### src/common/router_settings.svh
`ifndef ROUTER_SETTINGS_SVH
`define ROUTER_SETTINGS_SVH

// router inputs in the order L, N, E, W, S
`define NUM_PORTS 5

`define FLIT_W 16
`define ID_W 3
`define LEN_W 12

// flit id that carries a packet length
`define HEADER_ID 1

`endif

### src/common/routerPkg.sv
`include "router_settings.svh"

package routerPkg;

  typedef enum logic [2:0] {
    portL = 3'd0,
    portN = 3'd1,
    portE = 3'd2,
    portW = 3'd3,
    portS = 3'd4
  } portIdxT;

  // one-hot, bit 0 is idle and bit p+1 means port p owns the output
  typedef enum logic [5:0] {
    arbIdle = 6'b000001,
    arbL    = 6'b000010,
    arbN    = 6'b000100,
    arbE    = 6'b001000,
    arbW    = 6'b010000,
    arbS    = 6'b100000
  } arbStateT;

  typedef struct packed {
    logic [`ID_W-1:0]   id;
    logic [`FLIT_W-1:0] data;
  } flitT;

  typedef struct packed {
    flitT    flit;
    portIdxT src;
  } outFlitT;

endpackage

### src/arbiter/holdTimer.sv
`timescale 1ns/1ps
`include "router_settings.svh"

module holdTimer (
  input  logic              clk,
  input  logic              rst,
  input  logic              latch,
  input  logic [`LEN_W-1:0] limit,
  input  logic              run,
  output logic              expired
);

  logic [`LEN_W-1:0] limitQ;
  logic [`LEN_W-1:0] count;

  always_ff @(posedge clk)
  begin
    if (rst)
    begin
      limitQ <= '0;
      count  <= '0;
    end
    else
    begin
      // a new header may update the limit even during a running grant
      if (latch)
      begin
        limitQ <= limit;
      end
      if (run)
      begin
        count <= count + 1'b1;
      end
      else
      begin
        count <= '0;
      end
    end
  end

  // count starts at zero on the first granted cycle, so limit k gives k+1 cycles
  assign expired = (count == limitQ);

endmodule

### src/arbiter/portArbiter.sv
`timescale 1ns/1ps
`include "router_settings.svh"

module portArbiter (
  input  logic                                clk,
  input  logic                                rst,
  input  logic [`NUM_PORTS-1:0]               req,
  input  logic [`NUM_PORTS-1:0]               flitValid,
  input  logic [`NUM_PORTS-1:0][`ID_W-1:0]    flitId,
  input  logic [`NUM_PORTS-1:0][`LEN_W-1:0]   length,
  output logic [`NUM_PORTS-1:0]               grant
);

  import routerPkg::*;

  arbStateT state;
  arbStateT nextState;

  logic [`NUM_PORTS-1:0] latch;
  logic [`NUM_PORTS-1:0] run;
  logic [`NUM_PORTS-1:0] expired;

  // ==========================================================================
  // helpers
  // ==========================================================================

  function automatic arbStateT stateOf(input int idx);
    return arbStateT'(6'b000010 << idx);
  endfunction

  // first set bit of mask, searching cyclically from index first
  function automatic arbStateT nextOwner(
    input logic [`NUM_PORTS-1:0] mask,
    input int                    first
  );
    arbStateT pick;
    int       idx;
    pick = arbIdle;
    // walk backwards so the nearest requester is the one left standing
    for (int k = `NUM_PORTS - 1; k >= 0; k--)
    begin
      idx = (first + k) % `NUM_PORTS;
      if (mask[idx])
      begin
        pick = stateOf(idx);
      end
    end
    return pick;
  endfunction

  // ==========================================================================
  // hold timers
  // ==========================================================================

  for (genvar p = 0; p < `NUM_PORTS; p++)
  begin : genTimer
    assign latch[p] = flitValid[p] && (flitId[p] == `ID_W'(`HEADER_ID));
    assign run[p]   = state[p+1] && req[p] && !expired[p];

    holdTimer timer (
      .clk     (clk),
      .rst     (rst),
      .latch   (latch[p]),
      .limit   (length[p]),
      .run     (run[p]),
      .expired (expired[p])
    );
  end

  // ==========================================================================
  // state machine
  // ==========================================================================

  always_comb
  begin
    logic [`NUM_PORTS-1:0] others;
    others = req;
    // from idle, or from a stray encoding, start the search at L
    nextState = nextOwner(req, 0);
    for (int p = 0; p < `NUM_PORTS; p++)
    begin
      if (state[p+1])
      begin
        if (req[p] && !expired[p])
        begin
          nextState = state;
        end
        else
        begin
          others    = req;
          others[p] = 1'b0;
          nextState = nextOwner(others, p + 1);
        end
      end
    end
  end

  always_ff @(posedge clk)
  begin
    if (rst)
    begin
      state <= arbIdle;
    end
    else
    begin
      state <= nextState;
    end
  end

  assign grant = state[`NUM_PORTS:1];

endmodule

### src/logic/flitStage.sv
`timescale 1ns/1ps

module flitStage #(
  parameter type payloadT = logic
) (
  input  logic    clk,
  input  logic    rst,
  input  logic    inValid,
  input  payloadT inPayload,
  output logic    outValid,
  output payloadT outPayload
);

  always_ff @(posedge clk)
  begin
    if (rst)
    begin
      outValid <= 1'b0;
    end
    else
    begin
      outValid <= inValid;
    end
  end

  // payload is only meaningful alongside outValid
  always_ff @(posedge clk)
  begin
    outPayload <= inPayload;
  end

endmodule

### src/logic/outputMux.sv
`timescale 1ns/1ps
`include "router_settings.svh"

module outputMux (
  input  logic                                clk,
  input  logic                                rst,
  input  logic [`NUM_PORTS-1:0]               grant,
  input  logic [`NUM_PORTS-1:0]               stagedValid,
  input  routerPkg::flitT [`NUM_PORTS-1:0]    stagedFlit,
  output logic                                outValid,
  output logic [`ID_W-1:0]                    outId,
  output logic [`FLIT_W-1:0]                  outData,
  output routerPkg::portIdxT                  outPort
);

  import routerPkg::*;

  logic    selValid;
  outFlitT selFlit;
  outFlitT outFlit;

  // grant is one-hot, so at most one port matches
  always_comb
  begin
    selValid = 1'b0;
    selFlit  = '0;
    for (int p = 0; p < `NUM_PORTS; p++)
    begin
      if (grant[p])
      begin
        selValid     = stagedValid[p];
        selFlit.flit = stagedFlit[p];
        selFlit.src  = portIdxT'(p);
      end
    end
  end

  flitStage #(
    .payloadT (outFlitT)
  ) outReg (
    .clk        (clk),
    .rst        (rst),
    .inValid    (selValid),
    .inPayload  (selFlit),
    .outValid   (outValid),
    .outPayload (outFlit)
  );

  assign outId   = outFlit.flit.id;
  assign outData = outFlit.flit.data;
  assign outPort = outFlit.src;

endmodule

### src/logic/outputPort.sv
`timescale 1ns/1ps
`include "router_settings.svh"

module outputPort (
  input  logic                                clk,
  input  logic                                rst,
  input  logic [`NUM_PORTS-1:0]               req,
  input  logic [`NUM_PORTS-1:0]               flitValid,
  input  logic [`NUM_PORTS-1:0][`ID_W-1:0]    flitId,
  input  logic [`NUM_PORTS-1:0][`FLIT_W-1:0]  flitData,
  input  logic [`NUM_PORTS-1:0][`LEN_W-1:0]   length,
  output logic [`NUM_PORTS-1:0]               grant,
  output logic                                outValid,
  output logic [`ID_W-1:0]                    outId,
  output logic [`FLIT_W-1:0]                  outData,
  output routerPkg::portIdxT                  outPort
);

  import routerPkg::*;

  logic [`NUM_PORTS-1:0] stagedValid;
  flitT [`NUM_PORTS-1:0] stagedFlit;

  // ==========================================================================
  // input staging, one register per port
  // ==========================================================================

  for (genvar p = 0; p < `NUM_PORTS; p++)
  begin : genStage
    flitStage #(
      .payloadT (flitT)
    ) stage (
      .clk        (clk),
      .rst        (rst),
      .inValid    (flitValid[p]),
      .inPayload  (flitT'({flitId[p], flitData[p]})),
      .outValid   (stagedValid[p]),
      .outPayload (stagedFlit[p])
    );
  end

  // ==========================================================================
  // arbitration and output select
  // ==========================================================================

  portArbiter arb (
    .clk       (clk),
    .rst       (rst),
    .req       (req),
    .flitValid (flitValid),
    .flitId    (flitId),
    .length    (length),
    .grant     (grant)
  );

  outputMux mux (
    .clk         (clk),
    .rst         (rst),
    .grant       (grant),
    .stagedValid (stagedValid),
    .stagedFlit  (stagedFlit),
    .outValid    (outValid),
    .outId       (outId),
    .outData     (outData),
    .outPort     (outPort)
  );

endmodule

### config.mk
export PLATFORM = sky130hd
export DESIGN_NAME = outputPort
export DESIGN_NICKNAME = d
export VERILOG_FILES = /design/src/common/routerPkg.sv /design/src/arbiter/holdTimer.sv /design/src/arbiter/portArbiter.sv /design/src/logic/flitStage.sv /design/src/logic/outputMux.sv /design/src/logic/outputPort.sv
export VERILOG_INCLUDE_DIRS = /design/src /design/src/common
export SDC_FILE = /design/constraint.sdc
export NUM_CORES = 1
export LEC_CHECK = 0
export BUFFER_PORTS_ARGS = -buffer_cell sky130_fd_sc_hd__buf_2
export CORE_ASPECT_RATIO = 1.4
export CORE_MARGIN = 5
export CORE_UTILIZATION = 45
export DETAILED_ROUTE_END_ITERATION = 10
export GPL_TIMING_DRIVEN = 0
export HOLD_SLACK_MARGIN = 0.12
export PLACE_DENSITY = 0.8
export SLEW_MARGIN = 10
export SYNTH_ARGS = -nofsm -noshare
export SYNTH_HDL_FRONTEND = slang
export SYNTH_SLANG_ARGS = --single-unit
### constraint.sdc
create_clock -name clk -period 4.7 [get_ports clk]
set_input_delay 0.705 -clock clk [delete_from_list [all_inputs] [get_ports clk]]
set_output_delay 0.705 -clock clk [all_outputs]
set_load 0.03 [all_outputs]
Word level (Yosys, flattened, before mapping)
Index checks and enable logic that the tools add are counted. Widths: inputs -> output; s select.

Register bits: 248. Input port bits: 167. Output and inout port bits: 28. Word-level logic and storage cells: 132.

Add/subtract/negate cells: 5. Eq/ne operators: 14. Multiplexer cells: 41. Bitwise gates (word level): 5. Reductions and logical operators: 33.

Operators with widths (number): $mux 6 (21); $mux 22 (5); $add 12x1->12 const B (5); $eq 12x12->1 (5); $logic_and 1x1->1 (20); $mux 5 (4); $eq 3x1->1 const B (5); $mux 4 (3); $reduce_or 2->1 (5); $mux 3 (2); $logic_not 1->1 (5); $mux 1 (5); $ne 5x2->1 const B (1); $not 1->1 (5); $ne 4x2->1 const B (1); $reduce_and 4->1 (1); $ne 3x2->1 const B (1); $reduce_and 3->1 (1); $mux 2 (1); $ne 2x2->1 const B (1); $reduce_and 2->1 (1).

Logic depth before layout (Yosys ltp)
Gate-level depths: netlist (run 1).

Word-level depth: 10. Mapped depth: 7. Gate-level depth less buffers: 6.

By module
A second synthesis (run 1) with hierarchy kept.

Cell total of the unflattened synthesis: 904. Area, all modules: 9424.0 um^2.

By module, submodules not included: holdTimer (times used 5, cells an instance 112, area an instance 1061.0 um^2, sequential area each 480.5 um^2); flitStage at genStage[0].stage ... (times used 5, cells an instance 21, area an instance 414.1 um^2, sequential area each 400.4 um^2); outputMux (times used 1, cells an instance 143, area an instance 1042.2 um^2, sequential area each 0.0 um^2); portArbiter (times used 1, cells an instance 72, area an instance 531.8 um^2, sequential area each 100.1 um^2); flitStage at mux.outReg (times used 1, cells an instance 24, area an instance 474.2 um^2, sequential area each 460.4 um^2).

Worst setup path before layout (run 1)
Ideal clock, no wire load.

Path kind: flip-flop to flip-flop. From: reg arb.genTimer[4].timer.count[6]. To: reg arb.state[2]. Setup time: 0.119 ns. Arrival: 1.771 ns. Data required time: 4.581 ns. Slack: 2.810 ns. Stages on the path, launching flop included: 7. Path buffers: 0. Period minus slack after synthesis: 1.890 ns. Cell sequence: dfxtp_1 -> xnor2_1 -> nand4_1 -> o41a_1 -> a21boi_4 -> or3_1 -> o221a_1.

Cells in the longest elaborated chain, start to end: 5.

Ends and longest elaborated chain: from (decl) (line holdTimer.sv:14) `` logic [`LEN_W-1:0] count; ``; from (signal assigned) (line holdTimer.sv:32) `count <= count + 1'b1;`; $eq 12x12->1 (line holdTimer.sv:42) `assign expired = (count == limitQ);`; $logic_not 1->1 (line portArbiter.sv:84) `if (req[p] && !expired[p])`; $logic_and 1x1->1 (line portArbiter.sv:84); $ne 2x2->1 (no line); $reduce_and 3->1 (no line); to (signal assigned) (line portArbiter.sv:102) `state <= arbIdle;`; to (signal assigned) (line portArbiter.sv:106) `state <= nextState;`; to (decl) (line portArbiter.sv:16) `arbStateT state;`.

Every way passes these cells. A chain may end at the register's enable or synchronous reset.

Final worst setup path (run 1)
From: reg arb.state[5]. To: out grant[4].

RTL lines: to (decl) (line outputPort.sv:12) `` output logic [`NUM_PORTS-1:0] grant, ``.

No word-level cell between the ends.

==> insert_results.sql, run 1 <==
INSERT INTO impl_metrics (metric_group, metric, value, unit) VALUES
('timing', 'worstMarginPinSlew', '0.853', 'ns'),
('place', 'dp.final_hpwl', '17200', 'um'),
('logic_synthesis', 'syn-cell-area', '0.00879', 'mm^2'),
('logic_synthesis', 'post_synth_inst_count', '922', ''),
('power_and_ir_drop', 'power_leakage', '4.42', 'nW'),
('logic_synthesis', 'yosys-top-cells-count', '248 x dfxtp_1, 140 x nand2_1, 99 x nor2_1', ''),
('final_layout', 'multiInputGateArea', '0.00361', 'mm^2'),
('logic_synthesis', 'synth-seq-area-share', '56.5', '%'),
('grt', 'grt_usage', '19.3', '%'),
('clock_network', 'cts.sinks', '248', ''),
('timing', 'setup-violations-final', '0', ''),
('floorplanning', 'placeableCoreArea', '0.0192', 'mm^2'),
('drt', 'via_per_inst', '5.10', ''),
('critical_path', 'endpoint_kind', 'output port', ''),
('floorplanning', 'floorplan.die.width', '128', 'um'),
('final_layout', 'seqCellArea', '0.00496', 'mm^2'),
('critical_path', 'worst_ep_required_time', '3.99', 'ns'),
('critical_path', 'cp_launch_type', 'register', ''),
('power_and_ir_drop', 'cellInternalPower', '3.54', 'mW'),
('clock_network', 'htree_num_levels', '1', ''),
('floorplanning', 'floorplan.die.height', '175', 'um'),
('grt', 'grt_max_degree', '15', ''),
('logic_synthesis', 'synth.largest_area_cell', 'dfxtp_1', ''),
('grt', 'grt_pass1_wl', '35300', 'um'),
('critical_path', 'critPathMaxFanout', '9', ''),
('grt', 'grt_antenna_before_repair', '2', ''),
('grt', 'overflow', '0', ''),
('logic_synthesis', 'ys_seq_elements', '248', ''),
('clock_network', 'cts_setup_buffers', '0', ''),
('power_and_ir_drop', 'p_sw_share', '25.0', '%'),
('power_and_ir_drop', 'sequentialPowerShare', '47.9', '%'),
('final_layout', 'area_growth', '23.6', '%'),
('floorplanning', 'initial_utilization', '45.8', '%'),
('place', 'count_of_buffers_from_port_buffering', '193', ''),
('power_and_ir_drop', 'ir_drop', '0.000292', 'V'),
('clock_network', 'worst_setup_hold_path_clk_slew', '0.06', 'ns'),
('critical_path', 'worst_stage_delay_on_the_critical_path', '0.61', 'ns'),
('final_layout', 'post_route_cells_drive_above_1_share', '20.8', '%'),
('timing', 'rsz_0062_raised_after_global_routing', 'no', ''),
('clock_network', 'clk_latency', '0.51', 'ns'),
('floorplanning', 'pin_count', '195', ''),
('critical_path', 'cp_num_buf_inv', '2', ''),
('clock_network', 'cts.path.max_buffers', '3', ''),
('drt', 'post_drt_wl_per_cell', '15.9', 'um'),
('floorplanning', 'num_rows', '60', ''),
('grt', 'first_global_vias', '7390', ''),
('timing', 'fin_setup_tns', '0', 'ns'),
('logic_synthesis', 'mappedNetlistNets', '1094', ''),
('clock_network', 'cts.hold.buffers_added', '0', ''),
('power_and_ir_drop', 'p_switching', '1.18', 'mW'),
('drt', 'route.antenna.remaining_nets', '0', ''),
('timing', 'final_worst_path_period_share', '46.6', '%'),
('power_and_ir_drop', 'finalPower', '4.73', 'mW'),
('logic_synthesis', 'synth_area_leaders', 'dfxtp_1 56%, nand2_1 6.0%, xnor2_1 5.6%', ''),
('floorplanning', 'fp.dieArea', '0.0225', 'mm^2'),
('clock_network', 'ctsResizeCount', '0', ''),
('clock_network', 'cts-root-buf', 'clkbuf_16', ''),
('logic_synthesis', 'yosysWarningCount', '0', ''),
('drt', 'detail_route.iter0.violations', '523', ''),
('place', 'post-place-cells', '1363', ''),
('logic_synthesis', 'synth_most_common_cell', 'dfxtp_1', ''),
('final_layout', 'layout.cells.non_filler', '1407', ''),
('critical_path', 'crit_path_cell_trace', 'buf_4 -> buf_2', ''),
('critical_path', 'critPathTopFamily', 'flip-flops', ''),
('power_and_ir_drop', 'power_density', '435', 'mW/mm^2'),
('run_status', 'run_status', 'complete, no violations', ''),
('logic_synthesis', 'synth_flop_cell', 'dfxtp_1', ''),
('drt', 'drt_drc_violations_left', '0', ''),
('logic_synthesis', 'synth_enable_flop_cells', '0', ''),
('critical_path', 'crit_path_top_delay_cell', 'dfxtp_1', ''),
('clock_network', 'cts_inserted_buffers', '24', '');
==> path summary, 6_finish.rpt <==
| kind | from | endpoint | slack (ns) | cells past startpoint |
|---|---|---|---|---|
| min reg2reg | genStage[0].stage.outPayload[14] | mux.outReg.outPayload[17] | 0.46 | 2 |
| max reg2reg | arb.state[5] | arb.state[2] | 2.57 | 5 |
| min | flitData[3] | genStage[0].stage.outPayload[3] | 0.29 | 1 |
| max | arb.state[5] | grant[4] | 2.51 | 2 |
==> layout make-up <==
cell class | instances | share of cell area [%]
repair buffers | 193 | 8.89
clock inverters | 12 | 1.37
plain buffers | 41 | 1.55
clock buffers | 30 | 5.92
flip-flops and latches | 248 | 45.7
diodes | 2 | 0.0461
inverters | 13 | 0.449
well taps | 248 | 2.86
multi-input cells | 620 | 33.2
==> stage by stage <==
step | setup WS (ns) | instance area [um^2]
2_1_floorplan | 2.81 | 8790
3_3_place_gp | 2.47 | 10100
3_5_place_dp | 2.43 | 10100
4_1_cts | 2.50 | 10900
5_1_grt | 2.40 | 10900
6_report | 2.51 | 10900
==> power by group through the flow <==
stage	clock (mW)	sequential (mW)	combinational, mW
detailed placement	0	2.31	0.536
global route	2.04	2.28	0.588
CTS	1.96	2.27	0.539
finish	1.92	2.27	0.537
global placement	0	2.31	0.529
floorplan	0	2.42	0.203
==> placed cells by master, fill, tap and decap left out, types with 2 or more instances in the layout <==
cell and instances:
ha_1 5, clkbuf_16 24, nor2b_1 8, nor3_1 5, or3_1 5, and3_1 20, clkbuf_1 38, dfxtp_1 248
buf_1 4, a22oi_1 40, nor4bb_1 5, o21ai_1 5, a41oi_1 2, nand4bb_1 5, nor3b_1 2, bufinv_16 3
diode_2 2, clkbuf_8 3, xnor2_1 56, inv_1 11, xor2_1 53, nand4_1 18, clkinv_2 7, buf_2 194
o21ai_0 17, a31oi_1 4, nor4_1 8, a21oi_1 83, nand2_1 140, o31ai_1 2, nand3_1 21, nor2_1 99
==> kinds of logic after synthesis <==
group	count (synthesis)	share of synthesized area [%]
AOI/OAI and AO/OA	163	11.4
adders and majority gates	5	0.711
buffers and inverters	54	2.48
and+or+nand+nor	341	17.8
DFF	248	56.5
muxes	1	0.114
xor gates and xnor gates	110	11.0
==> flip-flops by register name, indices dropped and copies added, names as in the netlist <==
register / flops
genStage.stage.outValid: 5
arb.genTimer.timer.count: 60
arb.genTimer.timer.limitQ: 60
mux.outReg.outPayload: 22
genStage.stage.outPayload: 95
mux.outReg.outValid: 1
arb.state: 5
==> layer usage <==
layer	vias to the layer above	wire, um	global-route usage (%)
met5	-	7	0
met3	53	1780	4.78
met4	2	673	6.95
met2	230	11300	35.1
li1	3551	-	-
met1	3344	8630	21.6
No activity file was read; power rests on OpenSTA's default activity.
==> run 2: changes to the inputs <==
--- a/config.mk
+++ b/config.mk
@@ -6,6 +6,7 @@
 export SDC_FILE = /design/constraint.sdc
 export NUM_CORES = 1
 export LEC_CHECK = 0
+export ABC_AREA = 1
 export BUFFER_PORTS_ARGS = -buffer_cell sky130_fd_sc_hd__buf_2
 export CORE_ASPECT_RATIO = 1.4
 export CORE_MARGIN = 5
==> constraint.sdc (replaced) <==
create_clock -name clk -period 2.1 [get_ports clk]
set_input_delay 0.315 -clock clk [delete_from_list [all_inputs] [get_ports clk]]
set_output_delay 0.315 -clock clk [all_outputs]
set_load 0.03 [all_outputs]
==> run 2 against run 1 <==
Net effect: register-to-register slack worse by 2.5 ns; non-clock buffer count rose by 161; core utilization is 7.1 points higher; worst hold slack lost 0.14 ns; design area up 19%; wire length rose by 31%; clock power is 150% higher; sequential share of layout area down 7.3 points; flip-flop and latch count stayed put; count of clock-buffer cells in the layout is 2 lower; synthesized cell count up 17%; largest power group unchanged.
==> insert_results.sql, run 2 <==
INSERT INTO impl_metrics (metric_group, metric, value, unit) VALUES
('run_status', 'run_status', 'complete, no violations', ''),
('drt', 'route.vias.total', '8934', ''),
('floorplanning', 'pin_count', '195', ''),
('clock_network', 'cts_inserted_buffers', '24', ''),
('grt', 'overflow', '0', ''),
('timing', 'timing.final.hold_violations', '0', ''),
('critical_path', 'crit_path_top_delay_cell', 'clkbuf_1', ''),
('critical_path', 'cp_launch_type', 'register', ''),
('logic_synthesis', 'synth-seq-area-share', '54.0', '%'),
('logic_synthesis', 'synth_enable_flop_cells', '0', ''),
('power_and_ir_drop', 'p_sw_share', '28.8', '%'),
('final_layout', 'area_growth', '40.8', '%'),
('floorplanning', 'fp.dieArea', '0.0234', 'mm^2'),
('timing', 'rsz_0062_raised_after_global_routing', 'no', ''),
('drt', 'drt_drc_violations_left', '0', ''),
('final_layout', 'post_route_cells_drive_above_1_share', '18.4', '%'),
('logic_synthesis', 'async_reset_ff_share', '0', '%'),
('drt', 'drt_pre_antenna_iters', '5', ''),
('power_and_ir_drop', 'cellInternalPower', '8.81', 'mW'),
('floorplanning', 'floorplan.die.height', '179', 'um'),
('floorplanning', 'placeableCoreArea', '0.0203', 'mm^2'),
('final_layout', 'registers.top_by_ff_count', 'genStage.stage.outPayload', ''),
('drt', 'detail_route.iter0.violations', '586', ''),
('drt', 'via_per_inst', '5.16', ''),
('floorplanning', 'initial_utilization', '45.2', '%'),
('clock_network', 'worst_setup_hold_path_clk_slew', '0.07', 'ns'),
('place', 'gp_congestion', '0.884', ''),
('power_and_ir_drop', 'p_clk_share', '38.6', '%'),
('job', 'drv.max_cap_violation_count', '0', ''),
('timing', 'max_slew_margin', '58.8', '%'),
('final_layout', 'leading_registers_by_flop_count', 'genStage.stage.outPayload (95), arb.genTimer.timer.count (60), arb.genTimer.timer.limitQ (60)', ''),
('clock_network', 'htree_num_levels', '1', ''),
('critical_path', 'arrival', '2.32', 'ns'),
('clock_network', 'clk_latency', '0.52', 'ns'),
('critical_path', 'regToRegSetupSlack', '0.12', 'ns'),
('place', 'dp.final_hpwl', '18000', 'um'),
('logic_synthesis', 'post_synth_inst_count', '1078', ''),
('grt', 'grt_usage', '24.2', '%'),
('logic_synthesis', 'synth_area_leaders', 'dfxtp_1 54%, nor2_1 8.5%, nand2_1 5.7%', ''),
('logic_synthesis', 'synth_fa_ha_area_share', '0.680', '%'),
('final_layout', 'multiInputGateArea', '0.00370', 'mm^2'),
('critical_path', 'critPathMaxFanout', '10', ''),
('grt', 'grt_antenna_before_repair', '3', ''),
('final_layout', 'final_util', '63.7', '%'),
('drt', 'post_drt_wl_per_cell', '17.0', 'um'),
('timing', 'worstMarginPinSlew', '0.618', 'ns'),
('grt', 'grt_max_degree', '17', ''),
('critical_path', 'worst_stage_delay_on_the_critical_path', '0.43', 'ns'),
('power_and_ir_drop', 'power_density', '955', 'mW/mm^2'),
('critical_path', 'timing.critical_path.mode_cell', 'clkbuf_1', ''),
('clock_network', 'cts_setup_buffers', '0', ''),
('place', 'count_of_buffers_from_port_buffering', '192', ''),
('clock_network', 'cts-root-buf', 'clkbuf_16', ''),
('timing', 'post-route-min-period', '1.98', 'ns'),
('logic_synthesis', 'fraction_of_the_mapped_netlist_area_in_compound_gates', '12.1', '%'),
('timing', 'slew_viol_final', '0', ''),
('clock_network', 'cts.sinks', '248', ''),
('final_layout', 'largest_register_ffs', '95', ''),
('final_layout', 'seqCellArea', '0.00496', 'mm^2'),
('logic_synthesis', 'synth.largest_area_cell', 'dfxtp_1', ''),
('logic_synthesis', 'post_synth_num_cell_types', '39', ''),
('logic_synthesis', 'yosys-top-cells-count', '248 x dfxtp_1, 207 x nor2_1, 140 x nand2_1', ''),
('power_and_ir_drop', 'pwr-share-comb', '19.1', '%'),
('drt', 'route.antenna.remaining_nets', '0', ''),
('hold_path', 'hold_class', 'input port to register', ''),
('hold_path', 'hp_start', 'length[33]', ''),
('logic_synthesis', 'synth_top_family_by_area', 'simple AND/OR/NAND/NOR gates', ''),
('timing', 'timing.clock.skew', '0.0206', 'ns'),
('grt', 'first_global_vias', '9240', ''),
('clock_network', 'tritoncts', 'done', ''),
('power_and_ir_drop', 'power_leakage', '5.64', 'nW'),
('drt', 'wirelength', '29400', 'um'),
('final_layout', 'fin_nets', '1625', ''),
('critical_path', 'cp_num_buf_inv', '2', ''),
('logic_synthesis', 'yosysTopAreaCellShare', '54.0', '%'),
('power_and_ir_drop', 'p_switching', '3.56', 'mW'),
('power_and_ir_drop', 'ir_drop', '0.000603', 'V'),
('critical_path', 'critPathTopFamily', 'buffers and inverters', ''),
('power_and_ir_drop', 'sequentialPowerShare', '42.2', '%'),
('clock_network', 'cts.path.max_buffers', '3', ''),
('logic_synthesis', 'yosysWarningCount', '0', ''),
('logic_synthesis', 'post_synth.cell_area_avg', '8.53', 'um^2'),
('timing', 'max_freq', '0.505', 'GHz'),
('logic_synthesis', 'synth-simple-area-share', '20.8', '%'),
('logic_synthesis', 'synth_mux_area_share', '0', '%'),
('final_layout', 'most_common_library_cell_in_the_layout_ignoring_fill_and_taps', 'dfxtp_1', ''),
('timing', 'final_worst_path_period_share', '94.3', '%'),
('critical_path', 'endpoint_kind', 'register', ''),
('critical_path', 'path_class', 'register to register', ''),
('grt', 'grt_pass1_wl', '45000', 'um'),
('critical_path', 'worst_ep_required_time', '2.44', 'ns'),
('critical_path', 'crit-reg2reg-launch', 'arb.state[4]', ''),
('logic_synthesis', 'syn-cell-area', '0.00920', 'mm^2'),
('timing', 'fin_setup_tns', '0', 'ns'),
('critical_path', 'critPathLaunch', 'arb.state[4]', ''),
('logic_synthesis', 'synth_flop_cell', 'dfxtp_1', ''),
('timing', 'setup-violations-final', '0', ''),
('floorplanning', 'num_rows', '62', ''),
('floorplanning', 'floorplan.die.width', '131', 'um'),
('logic_synthesis', 'ys_seq_elements', '248', ''),
('logic_synthesis', 'synth_most_common_cell', 'dfxtp_1', ''),
('logic_synthesis', 'mappedNetlistNets', '1250', ''),
('logic_synthesis', 'post_synth_xor_area_fraction', '6.57', '%'),
('final_layout', 'mostFrequentLayoutCells', '248 x dfxtp_1, 207 x nor2_1, 201 x buf_2', ''),
('final_layout', 'filler_cell_count', '1553', ''),
('critical_path', 'crit_path_cell_trace', 'clkbuf_1 -> nor2_1 -> clkbuf_1 -> a22oi_1 -> o21ai_0', '');
## run 2: per-stage QoR
step / hold WS [ns] / worst slack, ns / area, um^2 / instances / total power, mW
global route: 0.150 / 0.0508 / 12900 / 1728 / 12.8
finish: 0.147 / 0.120 / 12900 / 1731 / 12.4
global placement: 0.382 / 0.146 / 10500 / 1526 / 7.30
CTS: 0.121 / 0.188 / 12900 / 1727 / 12.3
detailed placement: 0.386 / 0.137 / 10500 / 1526 / 7.33
floorplan: 0.343 / 0.557 / 9200 / 1078 / 6.59
## run 2: cells by family (layout without fill, tap and decap cells)
logic type / after synthesis / after routing
simple gates: 442 / 442
xor+xnor: 69 / 69
compound gates: 180 / 180
other cells: 0 / 4
fa+ha+maj: 5 / 5
flops: 248 / 248
buf+inv: 134 / 527
## run 2: per-layer routing
| metal | routed length (um) | global-route usage (%) | share of wire (%) |
|---|---|---|---|
| met1 | 10300 | 24.6 | 35 |
| met2 | 15300 | 45.2 | 52 |
| met3 | 1910 | 4.68 | 6.5 |
| met4 | 1820 | 13.6 | 6.2 |
| met5 | 25 | 0 | 0.085 |
## run 2: worst min-delay path: stages
cell,delay [ns]
buf_2,0.07
o21ai_0,0.10
a21oi_1,0.14
## run 2: worst paths after layout
check,end,cells past startpoint
max,mux.outReg.outPayload[6],5
min reg2reg,mux.outReg.outPayload[2],0
min,arb.genTimer[2].timer.limitQ[9],3
max reg2reg,mux.outReg.outPayload[6],5
## run 2: repair_timing
item,4_1_cts,5_1_grt
gates resized for setup,0,5
hold buffers,157,0
setup endpoints to repair,0,3
hold endpoints to repair,157,0
## run 2: layout make-up
cell class	count	area share (%)
Clock inverter	16	1.76
Inverter	88	2.55
Buffer	46	1.58
Tap cell	256	2.47
Sequential cell	248	38.3
Timing Repair Buffer	349	19.6
Multi-Input combinational cell	696	28.6
Clock buffer	28	5.07
Antenna cell	4	0.0773
## run 2: power by group through the flow
stage	sequential [mW]	clock [mW]	combinational, mW
finish	5.22	4.77	2.37
global route	5.25	5.00	2.53
CTS	5.20	4.80	2.28
detailed placement	5.31	0	2.02
global placement	5.30	0	2.00
floorplan	5.74	0	0.850
==> run 3: changes to the inputs <==
--- a/config.mk
+++ b/config.mk
@@ -7,7 +7,7 @@
 export NUM_CORES = 1
 export LEC_CHECK = 0
 export ABC_AREA = 1
-export BUFFER_PORTS_ARGS = -buffer_cell sky130_fd_sc_hd__buf_2
+export BUFFER_PORTS_ARGS = -buffer_cell sky130_fd_sc_hd__buf_4
 export CORE_ASPECT_RATIO = 1.4
 export CORE_MARGIN = 5
 export CORE_UTILIZATION = 45
==> run 3 against run 2 <==
Net effect: flip-flop and latch count did not move; die area stayed put; global-route usage down 1.0 points; register-to-register slack gained 0.06 ns; sequential power barely moved.
==> insert_results.sql, run 3 (synthesized netlist as in run 2, its figures left out) <==
INSERT INTO impl_metrics (metric_group, metric, value, unit) VALUES
('run_status', 'run_status', 'complete, no violations', ''),
('critical_path', 'crit-reg2reg-launch', 'arb.state[5]', ''),
('hold_path', 'worst_hold_path.num_cells', '3', ''),
('power_and_ir_drop', 'cellInternalPower', '9.02', 'mW'),
('place', 'dp_worst_setup_slack', '0.144', 'ns'),
('grt', 'first_global_vias', '9191', ''),
('floorplanning', 'floorplan.die.height', '179', 'um'),
('power_and_ir_drop', 'p_sw_share', '28.1', '%'),
('timing', 'max_slew_margin', '59.8', '%'),
('floorplanning', 'fp.dieArea', '0.0234', 'mm^2'),
('critical_path', 'arrival', '2.33', 'ns'),
('critical_path', 'critical_path.reg2reg.endpoint', 'mux.outReg.outPayload[13]', ''),
('floorplanning', 'initial_utilization', '45.2', '%'),
('drt', 'via_per_inst', '5.09', ''),
('timing', 'setup-violations-final', '0', ''),
('final_layout', 'largest_register_ffs', '95', ''),
('critical_path', 'crit_path_top_delay_cell', 'buf_1', ''),
('place', 'placed_cell_areas', '0.0110', 'mm^2'),
('drt', 'detail_route.iter0.violations', '454', ''),
('drt', 'drt_drc_violations_left', '0', ''),
('floorplanning', 'pin_count', '195', ''),
('timing', 'max_freq', '0.522', 'GHz'),
('floorplanning', 'placeableCoreArea', '0.0203', 'mm^2'),
('clock_network', 'htree_num_levels', '1', ''),
('critical_path', 'critPathMaxFanout', '10', ''),
('power_and_ir_drop', 'power_leakage', '5.79', 'nW'),
('clock_network', 'tritoncts', 'done', ''),
('clock_network', 'clk_latency', '0.51', 'ns'),
('power_and_ir_drop', 'ir_drop', '0.000578', 'V'),
('final_layout', 'registers.top_by_ff_count', 'genStage.stage.outPayload', ''),
('critical_path', 'worst_stage_delay_on_the_critical_path', '0.49', 'ns'),
('timing', 'timing.final.hold_violations', '0', ''),
('timing', 'timing.clock.skew', '0.0103', 'ns'),
('final_layout', 'most_common_library_cell_in_the_layout_ignoring_fill_and_taps', 'dfxtp_1', ''),
('drt', 'wirelength', '28400', 'um'),
('power_and_ir_drop', 'pwr-share-comb', '20.5', '%'),
('floorplanning', 'floorplan.die.width', '131', 'um'),
('drt', 'route.antenna.remaining_nets', '0', ''),
('timing', 'post-route-worst-setup-slack', '0.183', 'ns'),
('clock_network', 'cts.sinks', '248', ''),
('critical_path', 'worst_ep_required_time', '2.52', 'ns'),
('timing', 'post-route-min-period', '1.92', 'ns'),
('final_layout', 'leading_registers_by_flop_count', 'genStage.stage.outPayload (95), arb.genTimer.timer.count (60), arb.genTimer.timer.limitQ (60)', ''),
('grt', 'overflow', '0', ''),
('critical_path', 'crit_path_cell_trace', 'clkbuf_2 -> clkbuf_1 -> buf_1 -> a22oi_1 -> o21ai_0', ''),
('place', 'dp.final_hpwl', '18300', 'um'),
('timing', 'fin_setup_tns', '0', 'ns'),
('place', 'count_of_buffers_from_port_buffering', '192', ''),
('drt', 'drt_pre_antenna_iters', '5', ''),
('critical_path', 'endpoint_kind', 'register', ''),
('clock_network', 'cts-root-buf', 'clkbuf_16', ''),
('final_layout', 'finalInstanceArea', '0.0134', 'mm^2'),
('place', 'gp_congestion', '0.885', ''),
('power_and_ir_drop', 'finalPower', '12.5', 'mW'),
('critical_path', 'cp_launch_type', 'register', ''),
('critical_path', 'reg2regPathDepth', '5', ''),
('final_layout', 'mostFrequentLayoutCells', '248 x dfxtp_1, 207 x nor2_1, 194 x buf_4', ''),
('hold_path', 'hold_class', 'input port to register', ''),
('grt', 'grt_max_degree', '16', ''),
('clock_network', 'cts_inserted_buffers', '24', ''),
('clock_network', 'worst_setup_hold_path_clk_slew', '0.07', 'ns'),
('timing', 'worstMarginPinSlew', '0.602', 'ns'),
('grt', 'grt_usage', '23.2', '%'),
('critical_path', 'path_class', 'register to register', ''),
('power_and_ir_drop', 'sequentialPowerShare', '41.8', '%'),
('floorplanning', 'num_rows', '62', ''),
('drt', 'post_drt_wl_per_cell', '16.4', 'um'),
('grt', 'grt_pass1_wl', '43700', 'um'),
('power_and_ir_drop', 'p_switching', '3.52', 'mW'),
('final_layout', 'area_growth', '45.9', '%'),
('clock_network', 'cts.path.max_buffers', '3', ''),
('power_and_ir_drop', 'p_clk_share', '37.7', '%'),
('timing', 'rsz_0062_raised_after_global_routing', 'no', ''),
('timing', 'slew_viol_final', '0', ''),
('grt', 'grt_antenna_before_repair', '1', ''),
('final_layout', 'post_route_cells_drive_above_1_share', '18.2', '%'),
('drt', 'route.vias.total', '8814', ''),
('power_and_ir_drop', 'power_density', '935', 'mW/mm^2'),
('critical_path', 'critPathLaunch', 'arb.state[5]', ''),
('timing', 'final_worst_path_period_share', '91.3', '%'),
('final_layout', 'filler_cell_count', '1500', ''),
('critical_path', 'setup.worst_path.end', 'mux.outReg.outPayload[13]', ''),
('final_layout', 'fin_nets', '1625', ''),
('job', 'drv.max_cap_violation_count', '0', ''),
('critical_path', 'regToRegSetupSlack', '0.18', 'ns');
==> run 3: area by class of cell <==
cell class	instances	area [um^2]	share of cell area, %
Antenna cell	3	7.51	0.0560
Buffer	46	201	1.50
Clock buffer	34	719	5.36
Clock inverter	10	159	1.18
Inverter	88	330	2.46
Multi-Input combinational cell	696	3700	27.6
Sequential cell	248	4960	37.0
Tap cell	256	320	2.39
Timing Repair Buffer	349	3010	22.5
==> run 3: worst min path at each step <==
| stage | startpoint | endpoint | slack, ns |
|---|---|---|---|
| 6_report | length[34] | arb.genTimer[2].timer.limitQ[10] | 0.15 |
| 5_1_grt | length[34] | arb.genTimer[2].timer.limitQ[10] | 0.15 |
| 4_1_cts | length[34] | arb.genTimer[2].timer.limitQ[10] | 0.13 |
| 3_5_place_dp | arb.state[5] | mux.outReg.outPayload[2] | 0.39 |
| 3_3_place_gp | arb.state[5] | mux.outReg.outPayload[2] | 0.38 |
| 2_1_floorplan | flitData[0] | genStage[0].stage.outPayload[0] | 0.34 |
==> run 3: critical path: cells and delay by family, from the launching register on <==
kind | cells | cell delay [ns]
compound gates | 2 | 0.32
buf+inv | 3 | 1.13
flops | 1 | 0.38
==> run 3: power by group through the flow <==
stage                     clock [mW]  sequential [mW]  combinational (mW)
final                           4.73             5.24                2.57
after global routing            5.00             5.27                2.74
after CTS                       4.77             5.23                2.49
after detailed placement           0             5.33                2.23
after global placement             0             5.31                2.20
after floorplan                    0             5.74               0.850
==> run 3: repair_timing <==
| item | 4_1_cts | 5_1_grt |
|---|---|---|
| hold buffers | 157 | 0 |
| buffers inserted | 0 | 0 |
| endpoints found under the setup margin | 0 | 1 |
| endpoints found under the hold margin | 157 | 0 |
| gates resized for setup | 0 | 2 |
==> run 3: per-stage QoR <==
stage                     utilization [%]  hold slack, ns  std cells
final                                66.0           0.152       1730
after global routing                 66.0           0.152       1728
after CTS                            66.0           0.133       1727
after detailed placement             53.9           0.388       1526
after global placement               53.9           0.378       1526
after floorplan                         -           0.343       1078
==> run 3: routing by layer <==
layer	part of all wire [%]	vias to the layer above	GRT usage [%]
met2	53	345	43.9
met4	5.1	0	11.6
met3	6.3	106	4.38
met5	0	-	0
li1	-	4276	-
met1	36	4087	23.7
